==> config.mk <==
export PLATFORM = sky130hd
export DESIGN_NAME = pool_engine
export DESIGN_NICKNAME = d
export VERILOG_FILES = /design/src/logic/pool_pkg.sv /design/src/logic/pool_engine.sv /design/src/logic/wb_serializer.sv /design/src/logic/window_reducer.sv /design/src/logic/burst_deser.sv /design/src/logic/pool_ctrl.sv
export VERILOG_INCLUDE_DIRS = /design/src /design/src/include
export SDC_FILE = /design/constraint.sdc
export NUM_CORES = 2
export LEC_CHECK = 0
export BUFFER_PORTS_ARGS = -buffer_cell sky130_fd_sc_hd__buf_2
export CORE_UTILIZATION = 64
export CTS_CLUSTER_DIAMETER = 100
export DETAILED_ROUTE_END_ITERATION = 7
export PLACE_DENSITY_LB_ADDON = 0.25
export SLEW_MARGIN = 0
export SYNTH_ARGS = -nofsm -noshare
export SYNTH_HDL_FRONTEND = slang
export SYNTH_SLANG_ARGS = --single-unit
==> constraint.sdc <==
create_clock -name clk -period 9.4 [get_ports clk]
set_input_delay 2.82 -clock clk [delete_from_list [all_inputs] [get_ports clk]]
set_output_delay 2.82 -clock clk [all_outputs]
set_load 0.01 [all_outputs]
==> src/include/pool_consts.svh <==
`ifndef POOL_CONSTS_SVH
`define POOL_CONSTS_SVH

// Burst geometry
`define POOL_BURST_LEN    8   // Channels per burst
`define POOL_DATA_W       16  // Sample word width

// Memory side
`define POOL_ADDR_W       13  // Data memory read address

// Window lengths of 1, 2, 4 or 8 bursts
`define POOL_MAX_WIN_LOG2 3
`define POOL_WIN_LOG2_W   2
`define POOL_SUM_W        19  // Word plus growth of an 8 burst sum
`define POOL_COUNT_W      16  // Windows per job

// Op codes
`define POOL_OP_W         3
`define POOL_OP_MAX       2
`define POOL_OP_AVE       3

`endif
==> src/logic/pool_pkg.sv <==
`include "pool_consts.svh"

package pool_pkg;

	// One channel sample, two's complement
	typedef logic signed [`POOL_DATA_W-1:0] word_t;

	// Eight samples side by side
	// channel 0 sits in the low bits
	typedef logic [`POOL_BURST_LEN*`POOL_DATA_W-1:0] burst_t;

	// Per channel accumulator, wide enough for a full 8 burst sum
	typedef logic signed [`POOL_SUM_W-1:0] sum_t;

	typedef logic [`POOL_ADDR_W-1:0] addr_t; // Read address into data memory

	typedef logic [`POOL_COUNT_W-1:0] count_t; // Window count and window index

	// Log2 of the window length in bursts
	typedef logic [`POOL_WIN_LOG2_W-1:0] win_log2_t;

	typedef logic [`POOL_OP_W-1:0] op_t; // Max or average pooling

endpackage

==> src/logic/pool_engine.sv <==
module pool_engine (
	input  logic                clk,
	input  logic                rst,
	input  logic                i_start,
	input  pool_pkg::op_t       i_op,
	input  pool_pkg::win_log2_t i_win_log2,
	input  pool_pkg::count_t    i_num_windows,
	input  pool_pkg::addr_t     i_base_addr,
	input  logic                i_engine_valid,
	input  pool_pkg::word_t     i_rd_data,
	output logic                o_rd_en,
	output pool_pkg::addr_t     o_rd_addr,
	output logic                o_wr_en,
	output pool_pkg::word_t     o_wr_data,
	output logic                o_layer_finish,
	output logic                o_engine_ready,
	output logic [31:0]         o_timer
);
	import pool_pkg::*;

	op_t       op;            // Held job op
	win_log2_t win_log2;
	logic      burst_valid;
	burst_t    burst;
	logic      result_valid;
	burst_t    result;
	logic      wb_done;

	// Job control and read side
	pool_ctrl u_ctrl (
		.clk            (clk),
		.rst            (rst),
		.i_start        (i_start),
		.i_op           (i_op),
		.i_win_log2     (i_win_log2),
		.i_num_windows  (i_num_windows),
		.i_base_addr    (i_base_addr),
		.i_engine_valid (i_engine_valid),
		.i_wb_done      (wb_done),
		.o_rd_en        (o_rd_en),
		.o_rd_addr      (o_rd_addr),
		.o_op           (op),
		.o_win_log2     (win_log2),
		.o_layer_finish (o_layer_finish),
		.o_engine_ready (o_engine_ready),
		.o_timer        (o_timer)
	);

	burst_deser u_deser (
		.clk           (clk),
		.rst           (rst),
		.i_rd_en       (o_rd_en),     // Same strobe the memory sees
		.i_rd_data     (i_rd_data),
		.o_burst_valid (burst_valid),
		.o_burst       (burst)
	);

	window_reducer u_reduce (
		.clk            (clk),
		.rst            (rst),
		.i_op           (op),
		.i_win_log2     (win_log2),
		.i_burst_valid  (burst_valid),
		.i_burst        (burst),
		.o_result_valid (result_valid),
		.o_result       (result)
	);

	// Write side, no back-pressure
	wb_serializer u_wb (
		.clk            (clk),
		.rst            (rst),
		.i_result_valid (result_valid),
		.i_result       (result),
		.o_wr_en        (o_wr_en),
		.o_wr_data      (o_wr_data),
		.o_wb_done      (wb_done)
	);

endmodule

==> src/logic/wb_serializer.sv <==
`include "pool_consts.svh"

module wb_serializer (
	input  logic             clk,
	input  logic             rst,
	input  logic             i_result_valid,  // One pulse per window
	input  pool_pkg::burst_t i_result,
	output logic             o_wr_en,
	output pool_pkg::word_t  o_wr_data,
	output logic             o_wb_done        // With the channel 7 write
);
	import pool_pkg::*;

	localparam int IDX_W = $clog2(`POOL_BURST_LEN);

	burst_t           held;    // Result being written out
	logic [IDX_W-1:0] idx;     // Channel on the bus this cycle
	logic             active;
	logic             idx_last;

	assign idx_last = (idx == IDX_W'(`POOL_BURST_LEN - 1));

	always_ff @(posedge clk or posedge rst) begin
		if (rst) begin
			active <= 1'b0;
			idx    <= '0;
		end else begin
			if (i_result_valid) begin
				active <= 1'b1; // First write in the next cycle
				idx    <= '0;
			end else if (active) begin
				idx <= idx + 1'b1;
				if (idx_last)
					active <= 1'b0;
			end
		end
	end

	// Next result is always at least eight cycles away
	always_ff @(posedge clk) begin
		if (i_result_valid)
			held <= i_result;
	end

	// Lowest channel first
	assign o_wr_en   = active;
	assign o_wr_data = held[idx*`POOL_DATA_W +: `POOL_DATA_W];
	assign o_wb_done = active && idx_last;

endmodule

==> src/logic/window_reducer.sv <==
`include "pool_consts.svh"

module window_reducer (
	input  logic                clk,
	input  logic                rst,
	input  pool_pkg::op_t       i_op,          // Latched job op
	input  pool_pkg::win_log2_t i_win_log2,    // Latched window log
	input  logic                i_burst_valid,
	input  pool_pkg::burst_t    i_burst,
	output logic                o_result_valid, // One cycle per window
	output pool_pkg::burst_t    o_result
);
	import pool_pkg::*;

	localparam int W       = `POOL_DATA_W;
	localparam int BCNT_W  = `POOL_MAX_WIN_LOG2;

	logic [BCNT_W-1:0] bcnt;      // Burst index inside the window
	logic [BCNT_W-1:0] last_idx;  // Window length minus one
	logic              first;
	logic              last;
	logic              is_max;
	logic              is_ave;

	assign last_idx = ~({BCNT_W{1'b1}} << i_win_log2);
	assign first    = (bcnt == '0);
	assign last     = (bcnt == last_idx); // Window of one burst is first and last at once
	assign is_max   = (i_op == `POOL_OP_W'(`POOL_OP_MAX));
	assign is_ave   = (i_op == `POOL_OP_W'(`POOL_OP_AVE));

	always_ff @(posedge clk or posedge rst) begin
		if (rst) begin
			bcnt           <= '0;
			o_result_valid <= 1'b0;
		end else begin
			o_result_valid <= i_burst_valid && last;
			if (i_burst_valid) begin
				if (last)
					bcnt <= '0;
				else
					bcnt <= bcnt + 1'b1;
			end
		end
	end

	for (genvar c = 0; c < `POOL_BURST_LEN; c++) begin : g_lane
		word_t sample;
		sum_t  ext;      // Sample widened to accumulator size
		sum_t  lane;     // Running max or sum of this channel
		sum_t  nxt;
		sum_t  shifted;
		word_t res;

		assign sample = i_burst[c*W +: W];
		assign ext    = sum_t'(sample); // Sign extends

		always_comb begin
			if (first)
				nxt = ext; // New window starts from the sample itself
			else if (is_max)
				nxt = (ext > lane) ? ext : lane;
			else
				nxt = lane + ext;
		end

		// Floor of the mean, negative sums round toward minus infinity
		assign shifted = nxt >>> i_win_log2;

		always_ff @(posedge clk) begin
			if (i_burst_valid)
				lane <= nxt;
			if (i_burst_valid && last)
				res <= is_ave ? shifted[W-1:0] : nxt[W-1:0];
		end

		assign o_result[c*W +: W] = res;
	end

endmodule

==> src/logic/burst_deser.sv <==
`include "pool_consts.svh"

module burst_deser (
	input  logic              clk,
	input  logic              rst,
	input  logic              i_rd_en,        // Read strobe toward memory
	input  pool_pkg::word_t   i_rd_data,      // Valid one cycle after i_rd_en
	output logic              o_burst_valid,  // One cycle per full burst
	output pool_pkg::burst_t  o_burst
);

	localparam int CNT_W = $clog2(`POOL_BURST_LEN);
	localparam int TOP   = `POOL_BURST_LEN * `POOL_DATA_W - 1;

	logic             rd_valid;  // Delayed strobe, marks returned data
	logic [CNT_W-1:0] word_cnt;  // Words already in the current burst
	logic             burst_last;

	assign burst_last = (word_cnt == CNT_W'(`POOL_BURST_LEN - 1));

	always_ff @(posedge clk or posedge rst) begin
		if (rst) begin
			rd_valid      <= 1'b0;
			word_cnt      <= '0;
			o_burst_valid <= 1'b0;
		end else begin
			rd_valid      <= i_rd_en; // Fixed one cycle memory latency
			o_burst_valid <= rd_valid && burst_last;
			if (rd_valid) begin
				if (burst_last)
					word_cnt <= '0;
				else
					word_cnt <= word_cnt + 1'b1;
			end
		end
	end

	// New word enters at the top and walks down
	// after eight words the first one sits in channel 0
	always_ff @(posedge clk) begin
		if (rd_valid)
			o_burst <= {i_rd_data, o_burst[TOP:`POOL_DATA_W]};
	end

endmodule

==> src/logic/pool_ctrl.sv <==
`include "pool_consts.svh"

module pool_ctrl (
	input  logic               clk,
	input  logic               rst,
	input  logic               i_start,        // One cycle, looked at only in IDLE
	input  pool_pkg::op_t      i_op,
	input  pool_pkg::win_log2_t i_win_log2,
	input  pool_pkg::count_t   i_num_windows,  // At least one
	input  pool_pkg::addr_t    i_base_addr,
	input  logic               i_engine_valid, // Level, reads only while high
	input  logic               i_wb_done,      // One pulse per written window
	output logic               o_rd_en,
	output pool_pkg::addr_t    o_rd_addr,
	output pool_pkg::op_t      o_op,
	output pool_pkg::win_log2_t o_win_log2,
	output logic               o_layer_finish,
	output logic               o_engine_ready,
	output logic [31:0]        o_timer
);
	import pool_pkg::*;

	localparam int BURST_LOG2 = $clog2(`POOL_BURST_LEN);
	// Reads per job: windows times window length times burst length
	localparam int RD_CNT_W = `POOL_COUNT_W + `POOL_MAX_WIN_LOG2 + BURST_LOG2;

	typedef enum logic [1:0] {
		IDLE,   // Waiting for start
		BUSY,   // Issuing reads
		DRAIN,  // All reads out, waiting for the last write back
		FINISH  // Single cycle, layer finish
	} ctrl_state_e;

	ctrl_state_e state;

	count_t num_windows;   // Latched job length
	count_t done_count;    // Windows written back so far

	logic [RD_CNT_W-1:0] rd_total;
	logic [RD_CNT_W-1:0] rd_count;

	logic issue;
	logic last_read;
	logic last_done;

	assign issue     = (state == BUSY) && i_engine_valid;
	assign last_read = issue && (rd_count == rd_total - 1'b1);
	assign last_done = i_wb_done && (done_count == num_windows - 1'b1);

	// Job settings held for the whole job
	always_ff @(posedge clk) begin
		if (state == IDLE && i_start) begin
			o_op        <= i_op;
			o_win_log2  <= i_win_log2;
			num_windows <= i_num_windows;
			rd_total    <= RD_CNT_W'(i_num_windows) << (i_win_log2 + BURST_LOG2);
		end
	end

	always_ff @(posedge clk or posedge rst) begin
		if (rst) begin
			state      <= IDLE;
			o_rd_en    <= 1'b0;
			o_rd_addr  <= '0;
			rd_count   <= '0;
			done_count <= '0;
			o_timer    <= '0;
		end else begin
			o_rd_en <= issue; // Data comes back one cycle after the strobe
			if (o_rd_en)
				o_rd_addr <= o_rd_addr + 1'b1; // Step past the word just read
			if (issue)
				rd_count <= rd_count + 1'b1;
			if (i_wb_done)
				done_count <= done_count + 1'b1;
			if (state == BUSY || state == DRAIN)
				o_timer <= o_timer + 32'd1;

			case (state)
				IDLE: begin
					if (i_start) begin
						state      <= BUSY;
						o_rd_addr  <= i_base_addr;
						rd_count   <= '0;
						done_count <= '0;
						o_timer    <= '0; // Fresh count per job
					end
				end
				BUSY: begin
					if (last_read)
						state <= DRAIN;
				end
				DRAIN: begin
					// Deser, reducer and serializer still busy with the tail
					if (last_done)
						state <= FINISH;
				end
				FINISH: state <= IDLE;
				default: state <= IDLE;
			endcase
		end
	end

	assign o_layer_finish = (state == FINISH);
	assign o_engine_ready = (state == FINISH) || (state == IDLE); // Low only inside a job

endmodule

* Word level (Yosys, flattened, before mapping) *
Index checks and enable logic that the tools add are counted.

storage, ports and cells
  register bits after elaboration = 678
  bits of input ports = 54
  output and inout bits = 65
  word-level logic and storage cells = 154

cells by class
  $add $sub $neg = 18
  order comparisons = 8
  equal/unequal tests = 13
  shift-type cells = 11
  multiplexer cells = 55
  bitwise gates (word level) = 1
  reductions and logical operators = 13

operators with widths
  cell                                                 number
  2-to-1 mux 19 bit                                    24
  2-to-1 mux 16 bit                                    11
  adder 19 x 16 -> 19 bit                              8
  greater-than comparator 16 x 19 -> 1 bit             8
  >>> shifter 19 x 2 -> 16 bit                         8
  indexed part select 128 x 8 -> 16 bit                1
  2-to-1 mux 32 bit                                    3
  2-to-1 mux 22 bit                                    3
  2-to-1 mux 13 bit                                    3
  adder 32 x 1 -> 32 bit, second input constant        1
  << shifter 16 x 32 -> 22 bit                         1
  adder 22 x 1 -> 22 bit, second input constant        1
  equality test 22 bit                                 1
  subtractor 22 x 1 -> 22 bit, second input constant   1
  adder 16 x 1 -> 16 bit, second input constant        1
  equality test 16 bit                                 1
  subtractor 16 x 1 -> 16 bit, second input constant   1
  adder 13 x 1 -> 13 bit, second input constant        1
  2-to-1 mux 3 bit                                     4
  adder 3 x 1 -> 3 bit, second input constant          3
  case mux 2 bit (4 select lines)                      1
  logical AND 1 bit                                    7
  equality test 3 x 2 -> 1 bit, second input constant  2
  equality test 3 bit, second input constant           2
  other kinds (15)                                     22

* Logic depth before layout (Yosys ltp) *
  word-level depth = 6
  gate-level depth with buffers = 14
  mapped depth without buffers = 13

* Cells and area by module *
From an unflattened synthesis, not the netlist that was laid out.

second synthesis, totals
  cells, all modules = 4,069
  area, all modules = 42,874.9 um^2

modules (own cells, without submodules)
  module          instances  cells an instance  area an instance (um^2)  seq. area each (um^2)
  window_reducer  1          2,944              26,277.7                 8,508.2
  pool_ctrl       1          782                7,455.9                  3,443.3
  wb_serializer   1          202                5,097.4                  3,943.8
  burst_deser     1          141                4,043.9                  3,968.8

* Worst setup path after synthesis *
OpenSTA, ideal clock, no wires.

  path kind = register to register
  start = reg u_deser.o_burst_valid
  end = reg u_reduce.g_lane[0].res[0], enable pin
  setup time = 0.502 ns
  arrival time = 6.714 ns
  data required time = 8.898 ns
  setup slack = 2.184 ns
  cell stages (with the launch flop) = 2
  path buffers = 0
  period minus slack after synthesis = 7.216 ns
  cell sequence = dfrtp_1 > and2_1

on the way
  word-level cells in the longest chain between the ends = 1

ends and longest elaborated chain
  element                   RTL line              text
  start: declaration        burst_deser.sv:8      output logic o_burst_valid,
  start signal: assignment  burst_deser.sv:28     o_burst_valid <= rd_valid && burst_last;
  logical AND 1 bit         window_reducer.sv:72  if (i_burst_valid && last)
  end signal: assignment    window_reducer.sv:73  res <= is_ave ? shifted[W-1:0] : nxt[W-1:0];
  end: declaration          window_reducer.sv:52  word_t res;

Every way passes these cells.
A chain may end at the register's enable or synchronous reset.

* Worst setup path after layout *
  start = reg u_wb.idx[0]
  end = out o_wr_data[1]

on the way
  word-level cells in the longest chain between the ends = 1

ends and longest elaborated chain
  element                                RTL line             text
  start: declaration                     wb_serializer.sv:17  logic [IDX_W-1:0] idx;
  start signal: assignment               wb_serializer.sv:32  idx <= idx + 1'b1;
  indexed part select 128 x 8 -> 16 bit  wb_serializer.sv:47  assign o_wr_data = held[idx*`POOL_DATA_W +: `POOL_DATA_W];
  end: declaration                       pool_engine.sv:14    output pool_pkg::word_t o_wr_data,

Every way passes these cells.

==> impl_metrics.py <==
metrics = {
    "synth": {
        "postSynthAreaPerCell_um2": 10.5,
        "synth_cells": 4005,
        "synth_area_um2": 42200,
        "ys_seq_area_share_pct": 47.0,
        "yosys_warnings": 0,
        "synth-seq-cells": 678,
        "synth-edff-count": 579,
        "syn-num-nets": 4381,
        "ys.flop_type": "edfxtp_1",
        "ys_types": 102,
        "synthArstFlopShare_pct": 14.6,
    },
    "critical_path": {
        "critical_path.max_stage_delay_ns": 0.64,
        "critical_path_class": "register to output pin",
        "crit_start": "u_wb.idx[0]$_DFFE_PP0P_",
        "critPathMaxFanout": 34,
        "r2r_start": "u_ctrl.o_win_log2[1]$_DFFE_PP_",
        "cp_data_arrival_time_ns": 2.68,
        "required_ns": 6.58,
        "path_cells": "buf_4 > mux4_2 > mux2_2 > buf_2",
        "startpoint_type": "register",
        "slowest_stage": "mux4_2",
        "endpoint_kind": "output pin",
    },
    "finish": {
        "n_antenna_cell": 0,
        "fin_util_pct": 71.2,
        "layout-drive-gt1-share_pct": 10.5,
        "stdcell_count": 4983,
        "register_area_um2": 19900,
        "nNetsFinal": 4445,
        "final_cell_mix": "579 x edfxtp_1, 337 x inv_1, 329 x nor2_1, 314 x ha_1, 253 x a21oi_1",
        "mostFrequentLayoutCell": "edfxtp_1",
        "areaGrowthSynthToFinish_pct": 9.26,
        "multi_input_area_um2": 20400,
        "n_fill_cell": 4622,
    },
    "timing": {
        "hold_violations": 0,
        "timing.fmax_mhz": 182,
        "period_minus_slack_ns": 5.50,
        "relSlewSlack_pct": 17.5,
        "fin_crit_sh_pct": 58.6,
        "holdWs_ns": 0.419,
        "tns_ns": 0,
        "slew_violations": 0,
        "finClkSkew_ns": 0.0251,
        "setup_viol": 0,
        "worst_pin_slew_ns": 1.24,
        "rsz0062_at_grt": "false",
    },
    "die": {
        "core.rowCount": 93,
        "start_util_pct": 65.2,
        "core_region_area_um2": 64800,
        "die_x_um": 259,
        "die-area_um2": 67000,
        "io_pins": 119,
        "fp.dieH_um": 259,
    },
    "worst_hold_path": {
        "hp-class": "register to register",
        "hp-start": "u_reduce.g_lane[2].res[7]$_DFFE_PP_",
    },
    "pwr": {
        "ir_worst_vdd_uv": 156,
        "cellLeakagePower_nw": 17.9,
        "p_seq_share_pct": 50.8,
        "internal_power_mw": 5.07,
        "powerDensity_nw_per_um2": 138,
        "clkPwrFrac_pct": 48.2,
        "switchingPower_mw": 1.29,
        "netSwitchingFraction_pct": 20.3,
        "p_comb_share_pct": 1.0,
    },
    "clock_tree": {
        "ctsLongestPathBuffers": 3,
        "clkSlewWorstSetupHoldPaths_ns": 0.06,
        "hold_buffers": 0,
        "cts_buffers": 73,
        "cts_root_buf": "clkbuf_16",
        "clk_latency_ns": 0.62,
        "cts_setup_buffers": 0,
        "tritoncts": "yes",
        "cts_sinks": 678,
        "cts.repair.resized": 0,
        "htreeDepth": 3,
    },
    "global_route": {
        "grt_pass1_vias": 31800,
        "grt_max_degree": 94,
        "gr-total-overflow": 0,
        "grt_first_pass_wirelength_mm": 186,
        "grt_usage_pct": 36.2,
        "antenna_found_initial": 7,
    },
    "routing": {
        "drt_iter0_markers": 4689,
        "wl_per_cell_um": 24.6,
        "vias": 34100,
        "avgViaCountPerCell": 6.85,
        "drcViolationCount": 16,
        "drtAntennaViolNets": 0,
        "drt-pass1-iter-count": 8,
        "drt_wl_total_mm": 123,
    },
    "outcome": {
        "violations": "DRC",
        "status": "finished with violations",
    },
    "placed_design": {
        "post-dp-hpwl_mm": 83.9,
        "dp.cells": 4849,
        "gp_congestion": 0.958,
        "port-buffer-count": 118,
    },
    "run": {
        "drv_cap": 0,
    },
}
-- layout make-up --
type	count	area share, %
timing repair buffer	166	2.09
clock buffer	88	4.29
clock inverter	46	1.18
inverter	339	2.76
tap	855	2.32
multi-input combinational	2811	44.3
sequential	678	43.1
-- sequential cells by signal, indices dropped and copies added, names as in the netlist --
signal                   count
u_ctrl.o_win_log2            2
u_deser.o_burst            128
u_reduce.g_lane.res        128
u_ctrl.rd_total             22
u_ctrl.num_windows          16
u_ctrl.state                 2
u_ctrl.done_count           16
u_reduce.o_result_valid      1
u_reduce.g_lane.lane       152
u_wb.o_wr_en                 1
u_deser.word_cnt             3
u_deser.o_burst_valid        1
u_ctrl.rd_count             22
u_ctrl.o_timer              32
u_ctrl.o_rd_addr            13
u_ctrl.o_op                  3
u_reduce.bcnt                3
u_deser.rd_valid             1
u_wb.idx                     3
u_ctrl.o_rd_en               1
u_wb.held                  128
-- kinds of logic (layout without fill, tap and decap cells) --
family | count (synthesis) | count (layout) | share of synthesized area, %
xor gates and xnor gates | 226 | 226 | 4.69
buffers and inverters | 516 | 639 | 4.69
muxes | 125 | 125 | 4.04
adders and majority gates | 322 | 322 | 9.68
and+or+nand+nor | 1061 | 1061 | 12.3
DFF | 678 | 678 | 47.0
AOI/OAI and AO/OA | 1077 | 1077 | 17.6
-- per-stage QoR --
stage	setup WS [ns]	instance area [um^2]	power (mW)
finish	3.90	46100	6.35
global route	3.80	46100	6.48
CTS	3.87	46100	6.37
detailed placement	3.80	43600	3.35
global placement	3.79	43600	3.35
floorplan	2.18	42200	3.33
-- critical path: cells and delay by family (launching register included) --
kind,cells,cell delay [ns]
flops,1,0.34
mux,2,0.99
buf+inv,2,0.72
-- metal layers --
metal | vias to the layer above | GRT usage [%] | wire [um]
met3 | 479 | 7.16 | 14400
met5 | - | 0 | 65
met4 | 8 | 15.4 | 5550
met2 | 2257 | 57.1 | 55700
met1 | 16200 | 48.9 | 46800
li1 | 15200 | - | -
-- final timing paths --
path,to,slack [ns],depth (start not counted)
max,o_wr_data[1],3.90,4
max reg2reg,u_reduce.g_lane[5].res[12]$_DFFE_PP_,4.65,10
max in group asynchronous,u_deser.rd_valid$_DFF_PP0_,5.94,3
min in group asynchronous,u_ctrl.o_timer[3]$_DFF_PP0_,2.23,2
min,u_wb.held[39]$_DFFE_PP_,0.42,0
min reg2reg,u_wb.held[39]$_DFFE_PP_,0.42,0
-- power groups by stage --
stage	sequential [mW]	combinational, mW	clock (mW)
after global routing	3.23	0.0683	3.19
final	3.23	0.0609	3.06
after floorplan	3.29	0.0362	0
after detailed placement	3.29	0.0609	0
after global placement	3.29	0.0608	0
after CTS	3.23	0.0617	3.09
-- cell usage after synthesis (all sizes together) (10+ instances only) --
| master | n | share of area (%) |
|---|---|---|
| o21bai | 28 | 0.50 |
| nor3b | 15 | 0.27 |
| and3 | 37 | 0.55 |
| clkbuf | 140 | 1.2 |
| ha | 314 | 9.3 |
| inv | 339 | 3.0 |
| nor3 | 97 | 1.2 |
| mux4 | 33 | 1.8 |
| nor2 | 336 | 3.0 |
| and2 | 20 | 0.30 |
| a31oi | 28 | 0.44 |
| a221o | 25 | 0.60 |
| nand3 | 81 | 0.96 |
| or3 | 30 | 0.46 |
| nand3b | 14 | 0.25 |
| o31ai | 34 | 0.60 |
| dfrtp | 99 | 5.9 |
| buf | 37 | 0.43 |
| edfxtp | 579 | 41 |
| xnor2 | 135 | 2.8 |
| o221ai | 36 | 0.75 |
| nand2 | 222 | 2.0 |
| a22oi | 36 | 0.64 |
| mux2i | 57 | 1.4 |
| nand4 | 47 | 0.70 |
| mux2 | 35 | 0.93 |
| nand2b | 36 | 0.53 |
| and4 | 10 | 0.21 |
| xor2 | 91 | 1.9 |
| a2111oi | 14 | 0.31 |
| nor4 | 25 | 0.37 |
| o211a | 15 | 0.36 |
| a221oi | 44 | 0.99 |
| a21o | 30 | 0.54 |
| or2 | 21 | 0.31 |
| a21oi | 254 | 3.0 |
| a222oi | 28 | 0.66 |
| a211oi | 87 | 1.6 |
| o21ai | 184 | 2.2 |
| o211ai | 35 | 0.62 |
| nor2b | 41 | 0.61 |
| o22ai | 74 | 1.1 |
Note: power is estimated with default switching activity, not from simulation.
